`config.mk`:
```
export PLATFORM = sky130hd
export DESIGN_NAME = int_pipe_top
export DESIGN_NICKNAME = d
export VERILOG_FILES = /design/src/hw/isa_pkg.sv /design/src/hw/uop_pkg.sv /design/src/hw/reg_file.sv /design/src/hw/inst_decode.sv /design/src/hw/alu_execute.sv /design/src/hw/result_stage.sv /design/src/hw/int_pipe_top.sv
export SDC_FILE = /design/constraint.sdc
export NUM_CORES = 2
export LEC_CHECK = 0
export BUFFER_PORTS_ARGS = -buffer_cell sky130_fd_sc_hd__buf_2
export CORE_ASPECT_RATIO = 0.9
export CORE_MARGIN = 1
export CORE_UTILIZATION = 45
export DETAILED_ROUTE_END_ITERATION = 8
export PLACE_DENSITY = 0.65
export SYNTH_ARGS = -nofsm -noshare
export SYNTH_HDL_FRONTEND = slang
export SYNTH_HIERARCHICAL = 1
export SYNTH_SLANG_ARGS = --single-unit
```
`constraint.sdc`:
```
create_clock -name clk -period 5.7 [get_ports clk]
set_clock_uncertainty 0.1 [all_clocks]
set_input_delay 1.14 -clock clk [delete_from_list [all_inputs] [get_ports clk]]
set_output_delay 1.14 -clock clk [all_outputs]
set_load 0.03 [all_outputs]
```
`src/hw/isa_pkg.sv`:
```
`default_nettype none

package isa_pkg;

    localparam int WORD_W     = 32;
    localparam int REG_ADDR_W = 5;
    localparam int OPCODE_W   = 6;
    localparam int SHAMT_W    = 5;
    localparam int FUNC_W     = 6;
    localparam int IMM_W      = 16;
    localparam int NUM_REGS   = 32;

    typedef logic [WORD_W-1:0]     word_t;
    typedef logic [REG_ADDR_W-1:0] reg_addr_t;
    typedef logic [WORD_W-1:0]     inst_t;

    // lsb position of each instruction field
    localparam int OP_LSB    = 26;
    localparam int RS_LSB    = 21;
    localparam int RT_LSB    = 16;
    localparam int RD_LSB    = 11;
    localparam int SHAMT_LSB = 6;
    localparam int FUNC_LSB  = 0;
    localparam int IMM_LSB   = 0;

    localparam logic [OPCODE_W-1:0] OP_SPECIAL = 6'b000000;
    localparam logic [OPCODE_W-1:0] OP_ADDI    = 6'b001000;
    localparam logic [OPCODE_W-1:0] OP_ADDIU   = 6'b001001;
    localparam logic [OPCODE_W-1:0] OP_SLTI    = 6'b001010;
    localparam logic [OPCODE_W-1:0] OP_SLTIU   = 6'b001011;
    localparam logic [OPCODE_W-1:0] OP_ANDI    = 6'b001100;
    localparam logic [OPCODE_W-1:0] OP_ORI     = 6'b001101;
    localparam logic [OPCODE_W-1:0] OP_XORI    = 6'b001110;
    localparam logic [OPCODE_W-1:0] OP_LUI     = 6'b001111;

    localparam logic [FUNC_W-1:0] FN_SLL  = 6'b000000;
    localparam logic [FUNC_W-1:0] FN_SRL  = 6'b000010;
    localparam logic [FUNC_W-1:0] FN_SRA  = 6'b000011;
    localparam logic [FUNC_W-1:0] FN_SLLV = 6'b000100;
    localparam logic [FUNC_W-1:0] FN_SRLV = 6'b000110;
    localparam logic [FUNC_W-1:0] FN_SRAV = 6'b000111;
    localparam logic [FUNC_W-1:0] FN_MOVZ = 6'b001010;
    localparam logic [FUNC_W-1:0] FN_MOVN = 6'b001011;
    localparam logic [FUNC_W-1:0] FN_ADD  = 6'b100000;
    localparam logic [FUNC_W-1:0] FN_ADDU = 6'b100001;
    localparam logic [FUNC_W-1:0] FN_SUB  = 6'b100010;
    localparam logic [FUNC_W-1:0] FN_SUBU = 6'b100011;
    localparam logic [FUNC_W-1:0] FN_AND  = 6'b100100;
    localparam logic [FUNC_W-1:0] FN_OR   = 6'b100101;
    localparam logic [FUNC_W-1:0] FN_XOR  = 6'b100110;
    localparam logic [FUNC_W-1:0] FN_NOR  = 6'b100111;
    localparam logic [FUNC_W-1:0] FN_SLT  = 6'b101010;
    localparam logic [FUNC_W-1:0] FN_SLTU = 6'b101011;

endpackage

`default_nettype wire

```
`src/hw/uop_pkg.sv`:
```
`default_nettype none

package uop_pkg;

    localparam int ALU_OP_W = 4;

    // each op also fixes its result group (logic, shift, arith, move)
    typedef enum logic [ALU_OP_W-1:0] {
        ALU_OR   = 4'd0,
        ALU_AND  = 4'd1,
        ALU_XOR  = 4'd2,
        ALU_NOR  = 4'd3,
        ALU_SLL  = 4'd4,
        ALU_SRL  = 4'd5,
        ALU_SRA  = 4'd6,
        ALU_ADD  = 4'd7,   // also addi
        ALU_ADDU = 4'd8,   // also addiu
        ALU_SUB  = 4'd9,
        ALU_SUBU = 4'd10,
        ALU_SLT  = 4'd11,
        ALU_SLTU = 4'd12,
        ALU_MOVE = 4'd13   // movn / movz, passes operand 1
    } alu_op_e;

endpackage

`default_nettype wire

```
`src/hw/reg_file.sv`:
```
`timescale 1ns/1ps
`default_nettype none

module reg_file import isa_pkg::*; (
    input  logic      clk,
    input  logic      reset_i,
    input  reg_addr_t raddr1_i,
    input  reg_addr_t raddr2_i,
    output word_t     rdata1_o,
    output word_t     rdata2_o,
    input  logic      we_i,
    input  reg_addr_t waddr_i,
    input  word_t     wdata_i
);

    word_t regs [1:NUM_REGS-1]; // r0 has no storage

    always_ff @(posedge clk) begin
        if (reset_i) begin
            for (int i = 1; i < NUM_REGS; i++) begin
                regs[i] <= '0;
            end
        end else if (we_i && waddr_i != '0) begin
            regs[waddr_i] <= wdata_i;
        end
    end

    // r0 reads zero, same-cycle write passes straight through
    assign rdata1_o = (raddr1_i == '0)                ? '0      :
                      (we_i && waddr_i == raddr1_i)   ? wdata_i : regs[raddr1_i];
    assign rdata2_o = (raddr2_i == '0)                ? '0      :
                      (we_i && waddr_i == raddr2_i)   ? wdata_i : regs[raddr2_i];

endmodule

`default_nettype wire

```
`src/hw/inst_decode.sv`:
```
`timescale 1ns/1ps
`default_nettype none

module inst_decode import isa_pkg::*, uop_pkg::*; (
    input  logic      clk,
    input  logic      reset_i,
    input  logic      inst_valid_i,
    input  inst_t     inst_i,
    input  word_t     rf_rdata1_i,
    input  word_t     rf_rdata2_i,
    input  logic      ex_fwd_wen_i,
    input  reg_addr_t ex_fwd_addr_i,
    input  word_t     ex_fwd_data_i,
    input  logic      ex_wen_i,
    input  reg_addr_t ex_waddr_i,
    input  word_t     ex_wdata_i,
    output reg_addr_t rf_raddr1_o,
    output reg_addr_t rf_raddr2_o,
    output logic      de_valid_o,
    output alu_op_e   de_op_o,
    output word_t     de_opnd1_o,
    output word_t     de_opnd2_o,
    output reg_addr_t de_waddr_o,
    output logic      de_wen_o
);

    logic [OPCODE_W-1:0] op;
    reg_addr_t           rs;
    reg_addr_t           rt;
    reg_addr_t           rd;
    logic [SHAMT_W-1:0]  shamt;
    logic [FUNC_W-1:0]   func;
    logic [IMM_W-1:0]    imm16;

    alu_op_e   op_c;
    word_t     imm_c;
    reg_addr_t waddr_c;
    logic      valid_c;     // known encoding
    logic      use_imm_c;   // operand 2 from immediate
    logic      use_shamt_c; // operand 1 from shamt field
    logic      zero1_c;     // operand 1 forced to zero (lui)
    logic      is_movn_c;
    logic      is_movz_c;
    logic      wen_c;
    word_t     rs_val;
    word_t     rt_val;

    assign op    = inst_i[OP_LSB +: OPCODE_W];
    assign rs    = inst_i[RS_LSB +: REG_ADDR_W];
    assign rt    = inst_i[RT_LSB +: REG_ADDR_W];
    assign rd    = inst_i[RD_LSB +: REG_ADDR_W];
    assign shamt = inst_i[SHAMT_LSB +: SHAMT_W];
    assign func  = inst_i[FUNC_LSB +: FUNC_W];
    assign imm16 = inst_i[IMM_LSB +: IMM_W];

    assign rf_raddr1_o = rs;
    assign rf_raddr2_o = rt;

    // execute result wins, then execute register, then regfile
    assign rs_val = (ex_fwd_wen_i && ex_fwd_addr_i == rs) ? ex_fwd_data_i :
                    (ex_wen_i && ex_waddr_i == rs)        ? ex_wdata_i    : rf_rdata1_i;
    assign rt_val = (ex_fwd_wen_i && ex_fwd_addr_i == rt) ? ex_fwd_data_i :
                    (ex_wen_i && ex_waddr_i == rt)        ? ex_wdata_i    : rf_rdata2_i;

    always_comb begin
        op_c        = ALU_OR;
        imm_c       = '0;
        waddr_c     = rt;
        valid_c     = 1'b1;
        use_imm_c   = 1'b1;
        use_shamt_c = 1'b0;
        zero1_c     = 1'b0;
        is_movn_c   = 1'b0;
        is_movz_c   = 1'b0;
        case (op)
            OP_SPECIAL: begin
                waddr_c   = rd;
                use_imm_c = 1'b0;
                valid_c   = (shamt == '0); // register forms leave shamt empty
                case (func)
                    FN_OR:   op_c = ALU_OR;
                    FN_AND:  op_c = ALU_AND;
                    FN_XOR:  op_c = ALU_XOR;
                    FN_NOR:  op_c = ALU_NOR;
                    FN_SLLV: op_c = ALU_SLL;
                    FN_SRLV: op_c = ALU_SRL;
                    FN_SRAV: op_c = ALU_SRA;
                    FN_ADD:  op_c = ALU_ADD;
                    FN_ADDU: op_c = ALU_ADDU;
                    FN_SUB:  op_c = ALU_SUB;
                    FN_SUBU: op_c = ALU_SUBU;
                    FN_SLT:  op_c = ALU_SLT;
                    FN_SLTU: op_c = ALU_SLTU;
                    FN_MOVN: begin
                        op_c      = ALU_MOVE;
                        is_movn_c = 1'b1;
                    end
                    FN_MOVZ: begin
                        op_c      = ALU_MOVE;
                        is_movz_c = 1'b1;
                    end
                    FN_SLL, FN_SRL, FN_SRA: begin
                        op_c        = (func == FN_SLL) ? ALU_SLL :
                                      (func == FN_SRL) ? ALU_SRL : ALU_SRA;
                        use_shamt_c = 1'b1;
                        valid_c     = (rs == '0); // rs unused, must be zero
                    end
                    default: valid_c = 1'b0;       // mult, sync, hi/lo etc.
                endcase
            end
            OP_ORI:  begin
                op_c  = ALU_OR;
                imm_c = {{(WORD_W-IMM_W){1'b0}}, imm16};
            end
            OP_ANDI: begin
                op_c  = ALU_AND;
                imm_c = {{(WORD_W-IMM_W){1'b0}}, imm16};
            end
            OP_XORI: begin
                op_c  = ALU_XOR;
                imm_c = {{(WORD_W-IMM_W){1'b0}}, imm16};
            end
            OP_LUI:  begin
                op_c    = ALU_OR;
                imm_c   = {imm16, {(WORD_W-IMM_W){1'b0}}};
                zero1_c = 1'b1;
            end
            OP_SLTI, OP_SLTIU, OP_ADDI, OP_ADDIU: begin
                op_c  = (op == OP_SLTI)  ? ALU_SLT  :
                        (op == OP_SLTIU) ? ALU_SLTU :
                        (op == OP_ADDI)  ? ALU_ADD  : ALU_ADDU;
                imm_c = {{(WORD_W-IMM_W){imm16[IMM_W-1]}}, imm16};
            end
            default: valid_c = 1'b0;
        endcase
    end

    // move condition is tested on the forwarded rt value
    assign wen_c = valid_c && (waddr_c != '0)
                   && !(is_movn_c && rt_val == '0)
                   && !(is_movz_c && rt_val != '0);

    always_ff @(posedge clk) begin
        if (reset_i) begin
            de_valid_o <= 1'b0;
            de_wen_o   <= 1'b0;
        end else begin
            de_valid_o <= inst_valid_i;
            de_wen_o   <= inst_valid_i & wen_c;
        end
    end

    always_ff @(posedge clk) begin
        if (inst_valid_i) begin
            de_op_o    <= op_c;
            de_opnd1_o <= use_shamt_c ? {{(WORD_W-SHAMT_W){1'b0}}, shamt} :
                          zero1_c     ? '0 : rs_val;
            de_opnd2_o <= use_imm_c ? imm_c : rt_val;
            de_waddr_o <= waddr_c;
        end
    end

endmodule

`default_nettype wire

```
`src/hw/alu_execute.sv`:
```
`timescale 1ns/1ps
`default_nettype none

module alu_execute import isa_pkg::*, uop_pkg::*; (
    input  logic      clk,
    input  logic      reset_i,
    input  logic      de_valid_i,
    input  alu_op_e   de_op_i,
    input  word_t     de_opnd1_i,
    input  word_t     de_opnd2_i,
    input  reg_addr_t de_waddr_i,
    input  logic      de_wen_i,
    output logic      ex_fwd_wen_o,
    output reg_addr_t ex_fwd_addr_o,
    output word_t     ex_fwd_data_o,
    output logic      ex_wen_o,
    output reg_addr_t ex_waddr_o,
    output word_t     ex_wdata_o
);

    logic               sub_c;
    word_t              opnd2_eff;
    word_t              sum_c;
    logic               ovf_c;
    logic [SHAMT_W-1:0] sh_amt;
    word_t              result_c;

    assign sub_c     = (de_op_i == ALU_SUB) || (de_op_i == ALU_SUBU);
    assign opnd2_eff = sub_c ? ~de_opnd2_i : de_opnd2_i;
    assign sum_c     = de_opnd1_i + opnd2_eff + {{(WORD_W-1){1'b0}}, sub_c};
    assign sh_amt    = de_opnd1_i[SHAMT_W-1:0];

    // signed overflow only matters for add/addi and sub
    assign ovf_c = ((de_op_i == ALU_ADD) || (de_op_i == ALU_SUB))
                   && (de_opnd1_i[WORD_W-1] == opnd2_eff[WORD_W-1])
                   && (sum_c[WORD_W-1] != de_opnd1_i[WORD_W-1]);

    always_comb begin
        case (de_op_i)
            ALU_OR:   result_c = de_opnd1_i | de_opnd2_i;
            ALU_AND:  result_c = de_opnd1_i & de_opnd2_i;
            ALU_XOR:  result_c = de_opnd1_i ^ de_opnd2_i;
            ALU_NOR:  result_c = ~(de_opnd1_i | de_opnd2_i);
            ALU_SLL:  result_c = de_opnd2_i << sh_amt;
            ALU_SRL:  result_c = de_opnd2_i >> sh_amt;
            ALU_SRA:  result_c = $signed(de_opnd2_i) >>> sh_amt;
            ALU_ADD, ALU_ADDU, ALU_SUB, ALU_SUBU: begin
                result_c = sum_c;
            end
            ALU_SLT:  result_c = {{(WORD_W-1){1'b0}},
                                  ($signed(de_opnd1_i) < $signed(de_opnd2_i))};
            ALU_SLTU: result_c = {{(WORD_W-1){1'b0}}, (de_opnd1_i < de_opnd2_i)};
            ALU_MOVE: result_c = de_opnd1_i; // rs, condition checked in decode
            default:  result_c = '0;
        endcase
    end

    assign ex_fwd_wen_o  = de_valid_i & de_wen_i & ~ovf_c;
    assign ex_fwd_addr_o = de_waddr_i;
    assign ex_fwd_data_o = result_c;

    always_ff @(posedge clk) begin
        if (reset_i) begin
            ex_wen_o <= 1'b0;
        end else begin
            ex_wen_o <= ex_fwd_wen_o;
        end
    end

    always_ff @(posedge clk) begin
        if (de_valid_i) begin
            ex_waddr_o <= de_waddr_i;
            ex_wdata_o <= result_c;
        end
    end

endmodule

`default_nettype wire

```
`src/hw/result_stage.sv`:
```
`timescale 1ns/1ps
`default_nettype none

module result_stage import isa_pkg::*; (
    input  logic      clk,
    input  logic      reset_i,
    input  logic      ex_wen_i,
    input  reg_addr_t ex_waddr_i,
    input  word_t     ex_wdata_i,
    output logic      wb_valid_o,
    output reg_addr_t wb_addr_o,
    output word_t     wb_data_o
);

    // one write per cycle, seen by regfile and outside alike
    always_ff @(posedge clk) begin
        if (reset_i) begin
            wb_valid_o <= 1'b0;
        end else begin
            wb_valid_o <= ex_wen_i;
        end
    end

    always_ff @(posedge clk) begin
        if (ex_wen_i) begin
            wb_addr_o <= ex_waddr_i;
            wb_data_o <= ex_wdata_i;
        end
    end

endmodule

`default_nettype wire

```
`src/hw/int_pipe_top.sv`:
```
`timescale 1ns/1ps
`default_nettype none

module int_pipe_top import isa_pkg::*, uop_pkg::*; (
    input  logic      clk,
    input  logic      reset_i,
    input  logic      inst_valid_i,
    input  inst_t     inst_i,
    output logic      wb_valid_o,
    output reg_addr_t wb_addr_o,
    output word_t     wb_data_o
);

    reg_addr_t rf_raddr1;
    reg_addr_t rf_raddr2;
    word_t     rf_rdata1;
    word_t     rf_rdata2;

    logic      de_valid;
    alu_op_e   de_op;
    word_t     de_opnd1;
    word_t     de_opnd2;
    reg_addr_t de_waddr;
    logic      de_wen;

    logic      ex_fwd_wen;   // combinational execute result
    reg_addr_t ex_fwd_addr;
    word_t     ex_fwd_data;
    logic      ex_wen;       // registered execute result
    reg_addr_t ex_waddr;
    word_t     ex_wdata;

    inst_decode u_inst_decode (
        .clk           (clk),
        .reset_i       (reset_i),
        .inst_valid_i  (inst_valid_i),
        .inst_i        (inst_i),
        .rf_rdata1_i   (rf_rdata1),
        .rf_rdata2_i   (rf_rdata2),
        .ex_fwd_wen_i  (ex_fwd_wen),
        .ex_fwd_addr_i (ex_fwd_addr),
        .ex_fwd_data_i (ex_fwd_data),
        .ex_wen_i      (ex_wen),
        .ex_waddr_i    (ex_waddr),
        .ex_wdata_i    (ex_wdata),
        .rf_raddr1_o   (rf_raddr1),
        .rf_raddr2_o   (rf_raddr2),
        .de_valid_o    (de_valid),
        .de_op_o       (de_op),
        .de_opnd1_o    (de_opnd1),
        .de_opnd2_o    (de_opnd2),
        .de_waddr_o    (de_waddr),
        .de_wen_o      (de_wen)
    );

    alu_execute u_alu_execute (
        .clk           (clk),
        .reset_i       (reset_i),
        .de_valid_i    (de_valid),
        .de_op_i       (de_op),
        .de_opnd1_i    (de_opnd1),
        .de_opnd2_i    (de_opnd2),
        .de_waddr_i    (de_waddr),
        .de_wen_i      (de_wen),
        .ex_fwd_wen_o  (ex_fwd_wen),
        .ex_fwd_addr_o (ex_fwd_addr),
        .ex_fwd_data_o (ex_fwd_data),
        .ex_wen_o      (ex_wen),
        .ex_waddr_o    (ex_waddr),
        .ex_wdata_o    (ex_wdata)
    );

    result_stage u_result_stage (
        .clk        (clk),
        .reset_i    (reset_i),
        .ex_wen_i   (ex_wen),
        .ex_waddr_i (ex_waddr),
        .ex_wdata_i (ex_wdata),
        .wb_valid_o (wb_valid_o),
        .wb_addr_o  (wb_addr_o),
        .wb_data_o  (wb_data_o)
    );

    reg_file u_reg_file (
        .clk      (clk),
        .reset_i  (reset_i),
        .raddr1_i (rf_raddr1),
        .raddr2_i (rf_raddr2),
        .rdata1_o (rf_rdata1),
        .rdata2_o (rf_rdata2),
        .we_i     (wb_valid_o),
        .waddr_i  (wb_addr_o),
        .wdata_i  (wb_data_o)
    );

endmodule

`default_nettype wire

```
=== Yosys cells after proc, flatten, opt, wreduce, memory -nomap -nowiden ===
Memory sizes are Yosys's and may differ from the RTL's.
Index checks and enable logic that the tools add are counted.

* Add/sub/neg operators: 2
* Magnitude comparators: 2
* Equality and inequality tests: 46
* Shift-type cells: 3
* Multiplexer cells: 39
* Bitwise gates (word level): 9
* Reduce and logical (&&, ||, !) cells: 37

{| class="wikitable"
|+ Operators with widths
! cell !! number
|-
| 2-to-1 mux 32 bit || 11
|-
| case mux 32 bit (11 select lines) || 1
|-
| case mux 32 bit (3 select lines) || 1
|-
| less-than comparator 32 bit || 2
|-
| inverter 32 bit || 2
|-
| equality test 6 x 4 -> 1 bit, second input constant || 10
|-
| equality test 6 bit, second input constant || 10
|-
| case mux 4 bit (14 select lines) || 1
|-
| adder 32 x 1 -> 32 bit || 1
|-
| adder 32 bit || 1
|-
| AND 32 bit || 1
|-
| zero test 32 bit || 1
|-
| OR 32 bit || 1
|-
| nonzero test 32 bit || 1
|-
| OR reduction 32 bit || 1
|-
| left shift 32 x 5 -> 32 bit || 1
|-
| right shift 32 x 5 -> 32 bit || 1
|-
| >>> shifter 32 x 5 -> 32 bit || 1
|-
| bitwise XOR 32 bit || 1
|-
| equality test 5 bit || 6
|-
| equality test 4 bit, second input constant || 6
|-
| 2-to-1 mux 5 bit || 4
|-
| equality test 6 x 3 -> 1 bit, second input constant || 3
|-
| equality test 4 x 3 -> 1 bit, second input constant || 4
|-
| 24 further kinds || 66
|}

* Bits in registers: 151
* Bits in writable memories: 992
* Input bits: 35
* Output and inout bits: 38
* Logic and storage cells: 152
* Memories: 1

{| class="wikitable"
|+ Memories
! name !! depth !! bits a word !! rd ports !! clocked after memory_dff !! wr ports !! RTL line !! RTL
|-
| u_reg_file.regs || 31 || 32 || 2 || 0 || 31 || reg_file.sv:16 || <nowiki>word_t regs [1:NUM_REGS-1];</nowiki>
|}

=== Depth between registers and ports, before layout ===
* Word-level depth: 17
* Gate-level depth with buffers: 25
* Mapped depth without buffers: 20

=== Modules after synthesis ===
Netlist, hierarchy kept.

{| class="wikitable"
|+ By module, submodules not included
! module !! times used !! cells each !! area each (um^2) !! sequential area each (um^2)
|-
| reg_file || 1 || 3741 || 54725.0 || 30749.5
|-
| alu_execute || 1 || 1243 || 9611.7 || 1131.1
|-
| inst_decode || 1 || 514 || 5028.6 || 2232.1
|-
| result_stage || 1 || 39 || 1144.8 || 1131.1
|}

=== Least setup slack after synthesis ===
No wires, ideal clock.

* Path kind: reg2reg
* Start: register u_inst_decode.de_op_o[1]
* End: register u_inst_decode.de_wen_o
* Library setup time: 0.073 ns
* Arrival time: 4.581 ns
* Required time: 5.527 ns
* Setup slack: 0.946 ns
* Cell stages (with the launch flop): 26
* Buffers on the path: 5
* Clock period less this slack: 4.754 ns
* Path through: edfxtp_1 > buf_6 > xor2_1 > nand2_1 > buf_1 > xnor2_1 > ha_1 > buf_4 > a21o_1 > a21o_1 > a2111o_1 > a211o_1 > nand2_1 > a21oi_1 > nand4_1 > o21ai_1 > nor2_1 > nand2_1 > or2_1 > buf_6 > buf_6 > a31oi_1 > nor4_1 > and4_1 > and4_1 > nor3_2

* Longest elaborated chain between the ends: 17
* Elaborated cells between the ends (all ways): 38
* Those cells by class: add/sub (2); eq/ne (15); mux (3); bitwise (3); reduce/logical (15)

{| class="wikitable"
|+ RTL lines
! item !! RTL line !! RTL
|-
| start: declaration || inst_decode.sv:20 || <nowiki>output alu_op_e de_op_o,</nowiki>
|-
| start signal: assignment || inst_decode.sv:155 || <nowiki>de_op_o <= op_c;</nowiki>
|-
| equality test 4 bit, on equally long branches || alu_execute.sv:28, alu_execute.sv:34 ||
|-
| logical OR 1 bit || alu_execute.sv:28 || <nowiki>assign sub_c = (de_op_i == ALU_SUB) || (de_op_i == ALU_SUBU);</nowiki>
|-
| 2-to-1 mux 32 bit || alu_execute.sv:29 || <nowiki>assign opnd2_eff = sub_c ? ~de_opnd2_i : de_opnd2_i;</nowiki>
|-
| adder 32 bit || alu_execute.sv:30 || <nowiki>assign sum_c = de_opnd1_i + opnd2_eff + {{(WORD_W-1){1'b0}}, sub_c};</nowiki>
|-
| adder 32 x 1 -> 32 bit || alu_execute.sv:30 ||
|-
| inequality test 1 bit || alu_execute.sv:36 || <nowiki>&& (sum_c[WORD_W-1] != de_opnd1_i[WORD_W-1]);</nowiki>
|-
| logical AND 1 bit (*) || alu_execute.sv:36 ||
|-
| inverter 1 bit (*) || alu_execute.sv:58 || <nowiki>assign ex_fwd_wen_o = de_valid_i & de_wen_i & ~ovf_c;</nowiki>
|-
| [1 not listed] || -- ||
|-
| via ex_fwd_wen || int_pipe_top.sv:26 || <nowiki>logic ex_fwd_wen;</nowiki>
|-
| logical AND 1 bit (*) || inst_decode.sv:62 || <nowiki>assign rt_val = (ex_fwd_wen_i && ex_fwd_addr_i == rt) ? ex_fwd_data_i :</nowiki>
|-
| 2-to-1 mux 32 bit (*) || inst_decode.sv:62 ||
|-
| zero test 32 bit || inst_decode.sv:140 || <nowiki>&& !(is_movn_c && rt_val == '0)</nowiki>
|-
| logical AND 1 bit || inst_decode.sv:140 ||
|-
| zero test 1 bit || inst_decode.sv:140 ||
|-
| logical AND 1 bit || inst_decode.sv:140 ||
|-
| logical AND 1 bit (*) || inst_decode.sv:141 || <nowiki>&& !(is_movz_c && rt_val != '0);</nowiki>
|-
| AND 1 bit (*) || inst_decode.sv:149 || <nowiki>de_wen_o <= inst_valid_i & wen_c;</nowiki>
|-
| end signal: assignment || inst_decode.sv:149 ||
|-
| end: declaration || inst_decode.sv:24 || <nowiki>output logic de_wen_o</nowiki>
|}

The timed path passes the listed nets; every way through them passes the cells marked *.
A chain may end at the register's enable or synchronous reset.

=== Worst setup path after layout ===
* Start: register u_inst_decode.de_op_o[0]
* End: register u_inst_decode.de_wen_o

The elaborated chain is that of the path after synthesis.

==> results.sh <==
export IMPL_crit_required_ns=6.26
export IMPL_max_slew_margin=0.0988
export IMPL_clockBufferDepth=3
export IMPL_post_cts_resized=0
export IMPL_p_comb_frac=0.169
export IMPL_synthCells=5537
export IMPL_slowest_stage="nor4_1"
export IMPL_fin_crit_ns=5.55
export IMPL_routed_wl_mm=279
export IMPL_crit_start="u_inst_decode/de_op_o[0]"
export IMPL_fp_dieH_um=378
export IMPL_detail_route_antenna_nets=0
export IMPL_path_max_fanout=19
export IMPL_gr_usage_all_layers=0.347
export IMPL_rows=137
export IMPL_final_common_cell="edfxtp_1"
export IMPL_vdd_drop_max_mv=0.306
export IMPL_switching_share=0.285
export IMPL_start_util=0.454
export IMPL_pwr_share_clk=0.362
export IMPL_syn_cell_area_mm2=0.0705
export IMPL_die_w_um=419
export IMPL_min_path_type="flop to flop"
export IMPL_hold_buffers=0
export IMPL_synth_ff_type="edfxtp_1"
export IMPL_p_sw_mw=6.17
export IMPL_cellPowerDensity_mw_per_mm2=277
export IMPL_endpoint="u_inst_decode/de_wen_o"
export IMPL_die_area_mm2=0.158
export IMPL_yosysSeqAreaShare=0.500
export IMPL_crit_arrival_ns=6.11
export IMPL_reg2reg_depth=22
export IMPL_dpl_cell_count=7490
export IMPL_power_mw=21.6
export IMPL_final_setup_viol_count=0
export IMPL_drv_slew=0
export IMPL_syn_avg_cell_area_um2=12.7
export IMPL_rsz0062_at_grt="no"
export IMPL_cts_tree="built"
export IMPL_timing_hold_ws_ns=0.377
export IMPL_crit_chain="xor2_1 -> nand2_4 -> buf_4 -> xnor2_1 -> ha_1 -> a21o_1 -> a21o_1 -> a2111o_1 -> a211o_1 -> nand2_1 -> a21oi_1 -> nand4_1 -> o21ai_1 -> nor2_1 -> nand2_1 -> buf_4 -> nor3_1 -> a31oi_1 -> nor4_1 -> and4_1 -> and4_1 -> nor3_2"
export IMPL_tightest_slew_ns=1.34
export IMPL_synthToLayoutAreaGrowth_pct=10.6
export IMPL_stdcell_count=7717
export IMPL_synth_cell_types=96
export IMPL_reg2reg_from="u_inst_decode/de_op_o[0]"
export IMPL_max_stage_delay_ns=0.55
export IMPL_drc=0
export IMPL_status="complete, no violations"
export IMPL_cp_start_kind="flop"
export IMPL_grt_overflow=0
export IMPL_io_buffers=72
export IMPL_layout_common_cells="1171 x edfxtp_1, 996 x and2_1, 421 x mux4_2"
export IMPL_wl_per_cell_um=36.1
export IMPL_rr_endpoint="u_inst_decode/de_wen_o"
export IMPL_io_pins=73
export IMPL_core_area_mm2=0.155
export IMPL_synth_async_reset_ratio=0
export IMPL_cts_sinks=1175
export IMPL_grt_max_degree=78
export IMPL_power_frac_seq=0.469
export IMPL_vias=53063
export IMPL_place_congestion=1.03
export IMPL_first_pass_iters=8
export IMPL_end_kind="flop"
export IMPL_clk_pin_slew_ns=0.07
export IMPL_yosys_register_bits=1175
export IMPL_avgViaCountPerCell=6.88
export IMPL_internal_power_mw=15.5
export IMPL_nets=5695
export IMPL_yosys_warnings=6
export IMPL_final_core_util=0.502
export IMPL_drt_iter0_drc=9024
export IMPL_max_cap_viol_count=0
export IMPL_p_leak_nw=28.5
export IMPL_tritoncts_num_buffers=119
export IMPL_postCtsSetupBuffers=0
export IMPL_antenna_found_initial=28
export IMPL_clkLatencyLatePin_ns=0.78
export IMPL_path_class="flop to flop"
export IMPL_synth_edf_count=1171
export IMPL_cts_max_level=3
export IMPL_dp_hpwl_mm=188
export IMPL_grt_pass1_wl_mm=386
export IMPL_drive_above_1_share=0.201
export IMPL_hold_viol_final=0
export IMPL_max_freq_ghz=0.180
export IMPL_grt_pass1_vias=49475
export IMPL_period_share=0.973
export IMPL_fin_setup_tns_ns=0
export IMPL_cts_root_buf="clkbuf_16"
export IMPL_ff2ff_setup_slack_ns=0.15
==> power by group through the flow <==
stage,Clock (mW),Combinational (mW),Sequential (mW)
after floorplan,0,2.18,10.2
after global placement,0,3.52,10.3
after detailed placement,0,3.51,10.3
after CTS,7.87,3.53,10.1
after global routing,8.20,3.77,10.2
final,7.83,3.67,10.1
==> worst max-delay path: cells and delay by family, from the launching register on <==
kind / cells / cell delay, ns
fa+ha+maj: 1 / 0.31
buf+inv: 2 / 0.50
flops: 1 / 0.40
xor+xnor: 2 / 0.45
simple gates: 10 / 2.11
compound gates: 7 / 1.54
==> state kept, by name (all words and copies together) (netlist names) <==
name / cells
u_alu_execute/ex_waddr_o: 5
u_alu_execute/ex_wdata_o: 32
u_alu_execute/ex_wen_o: 1
u_inst_decode/de_op_o: 4
u_inst_decode/de_opnd1_o: 32
u_inst_decode/de_opnd2_o: 32
u_inst_decode/de_valid_o: 1
u_inst_decode/de_waddr_o: 5
u_inst_decode/de_wen_o: 1
u_reg_file/regs: 1024
u_result_stage/wb_addr_o: 5
u_result_stage/wb_data_o: 32
u_result_stage/wb_valid_o: 1
==> logic make-up (layout without fill, tap and decap cells) <==
group,after synthesis,count (layout),share of synthesized area
buf+inv,659,717,0.0410
compound gates,1018,1018,0.102
mux,801,801,0.189
other cells,1,38,0.0000532
xor+xnor,92,92,0.0115
fa+ha+maj,134,134,0.0239
simple gates,1657,1657,0.133
flops,1175,1175,0.500
==> worst min-delay path by stage <==
stage / start / to / slack, ns / cells after the start
final: u_alu_execute/ex_wdata_o[29] / u_result_stage/wb_data_o[29] / 0.38 / 0
after floorplan: u_inst_decode/de_wen_o / u_alu_execute/ex_wen_o / 0.32 / 2
after global routing: u_inst_decode/de_wen_o / u_alu_execute/ex_wen_o / 0.38 / 2
after CTS: u_inst_decode/de_wen_o / u_alu_execute/ex_wen_o / 0.36 / 2
after detailed placement: u_inst_decode/de_wen_o / u_alu_execute/ex_wen_o / 0.35 / 2
after global placement: u_alu_execute/ex_wdata_o[8] / u_result_stage/wb_data_o[8] / 0.36 / 0
==> final cells by class <==
type / count / area, um2
Clock buffer: 146 / 3080
Multi-Input combinational cell: 3734 / 32800
Tap cell: 2085 / 2610
Sequential cell: 1175 / 35200
Timing Repair Buffer: 405 / 3190
Fill cell: 13345 / 77300
Antenna cell: 6 / 15.0
Clock inverter: 75 / 686
Inverter: 91 / 342
==> per-stage QoR <==
stage / setup WS (ns) / cell area [um2]
5_1_grt: 0.00856 / 78000
3_3_place_gp: -0.0240 / 74200
2_1_floorplan: 0.946 / 70600
4_1_cts: 0.00211 / 78000
6_report: 0.155 / 78000
3_5_place_dp: 0.0428 / 74200
==> cell usage after synthesis (72+ instances only) <==
| cell type | count | share of area |
|---|---|---|
| mux2i_1 | 368 | 0.052 |
| nor2_1 | 229 | 0.012 |
| mux4_2 | 421 | 0.13 |
| and2_1 | 997 | 0.088 |
| a22oi_1 | 145 | 0.015 |
| a22o_1 | 72 | 0.0089 |
| ha_1 | 133 | 0.024 |
| a21oi_1 | 192 | 0.014 |
| clkbuf_1 | 387 | 0.021 |
| edfxtp_1 | 1171 | 0.50 |
| inv_1 | 90 | 0.0048 |
| xnor2_1 | 72 | 0.0089 |
| buf_2 | 93 | 0.0066 |
| o21ai_0 | 144 | 0.010 |
| nand2_1 | 134 | 0.0071 |
==> per-layer routing <==
metal	share of wire	track usage
met1	0.39	0.493
met2	0.42	0.486
met4	0.052	0.151
met5	0.00042	0
met3	0.14	0.105
No activity file was read; power rests on OpenSTA's default activity.
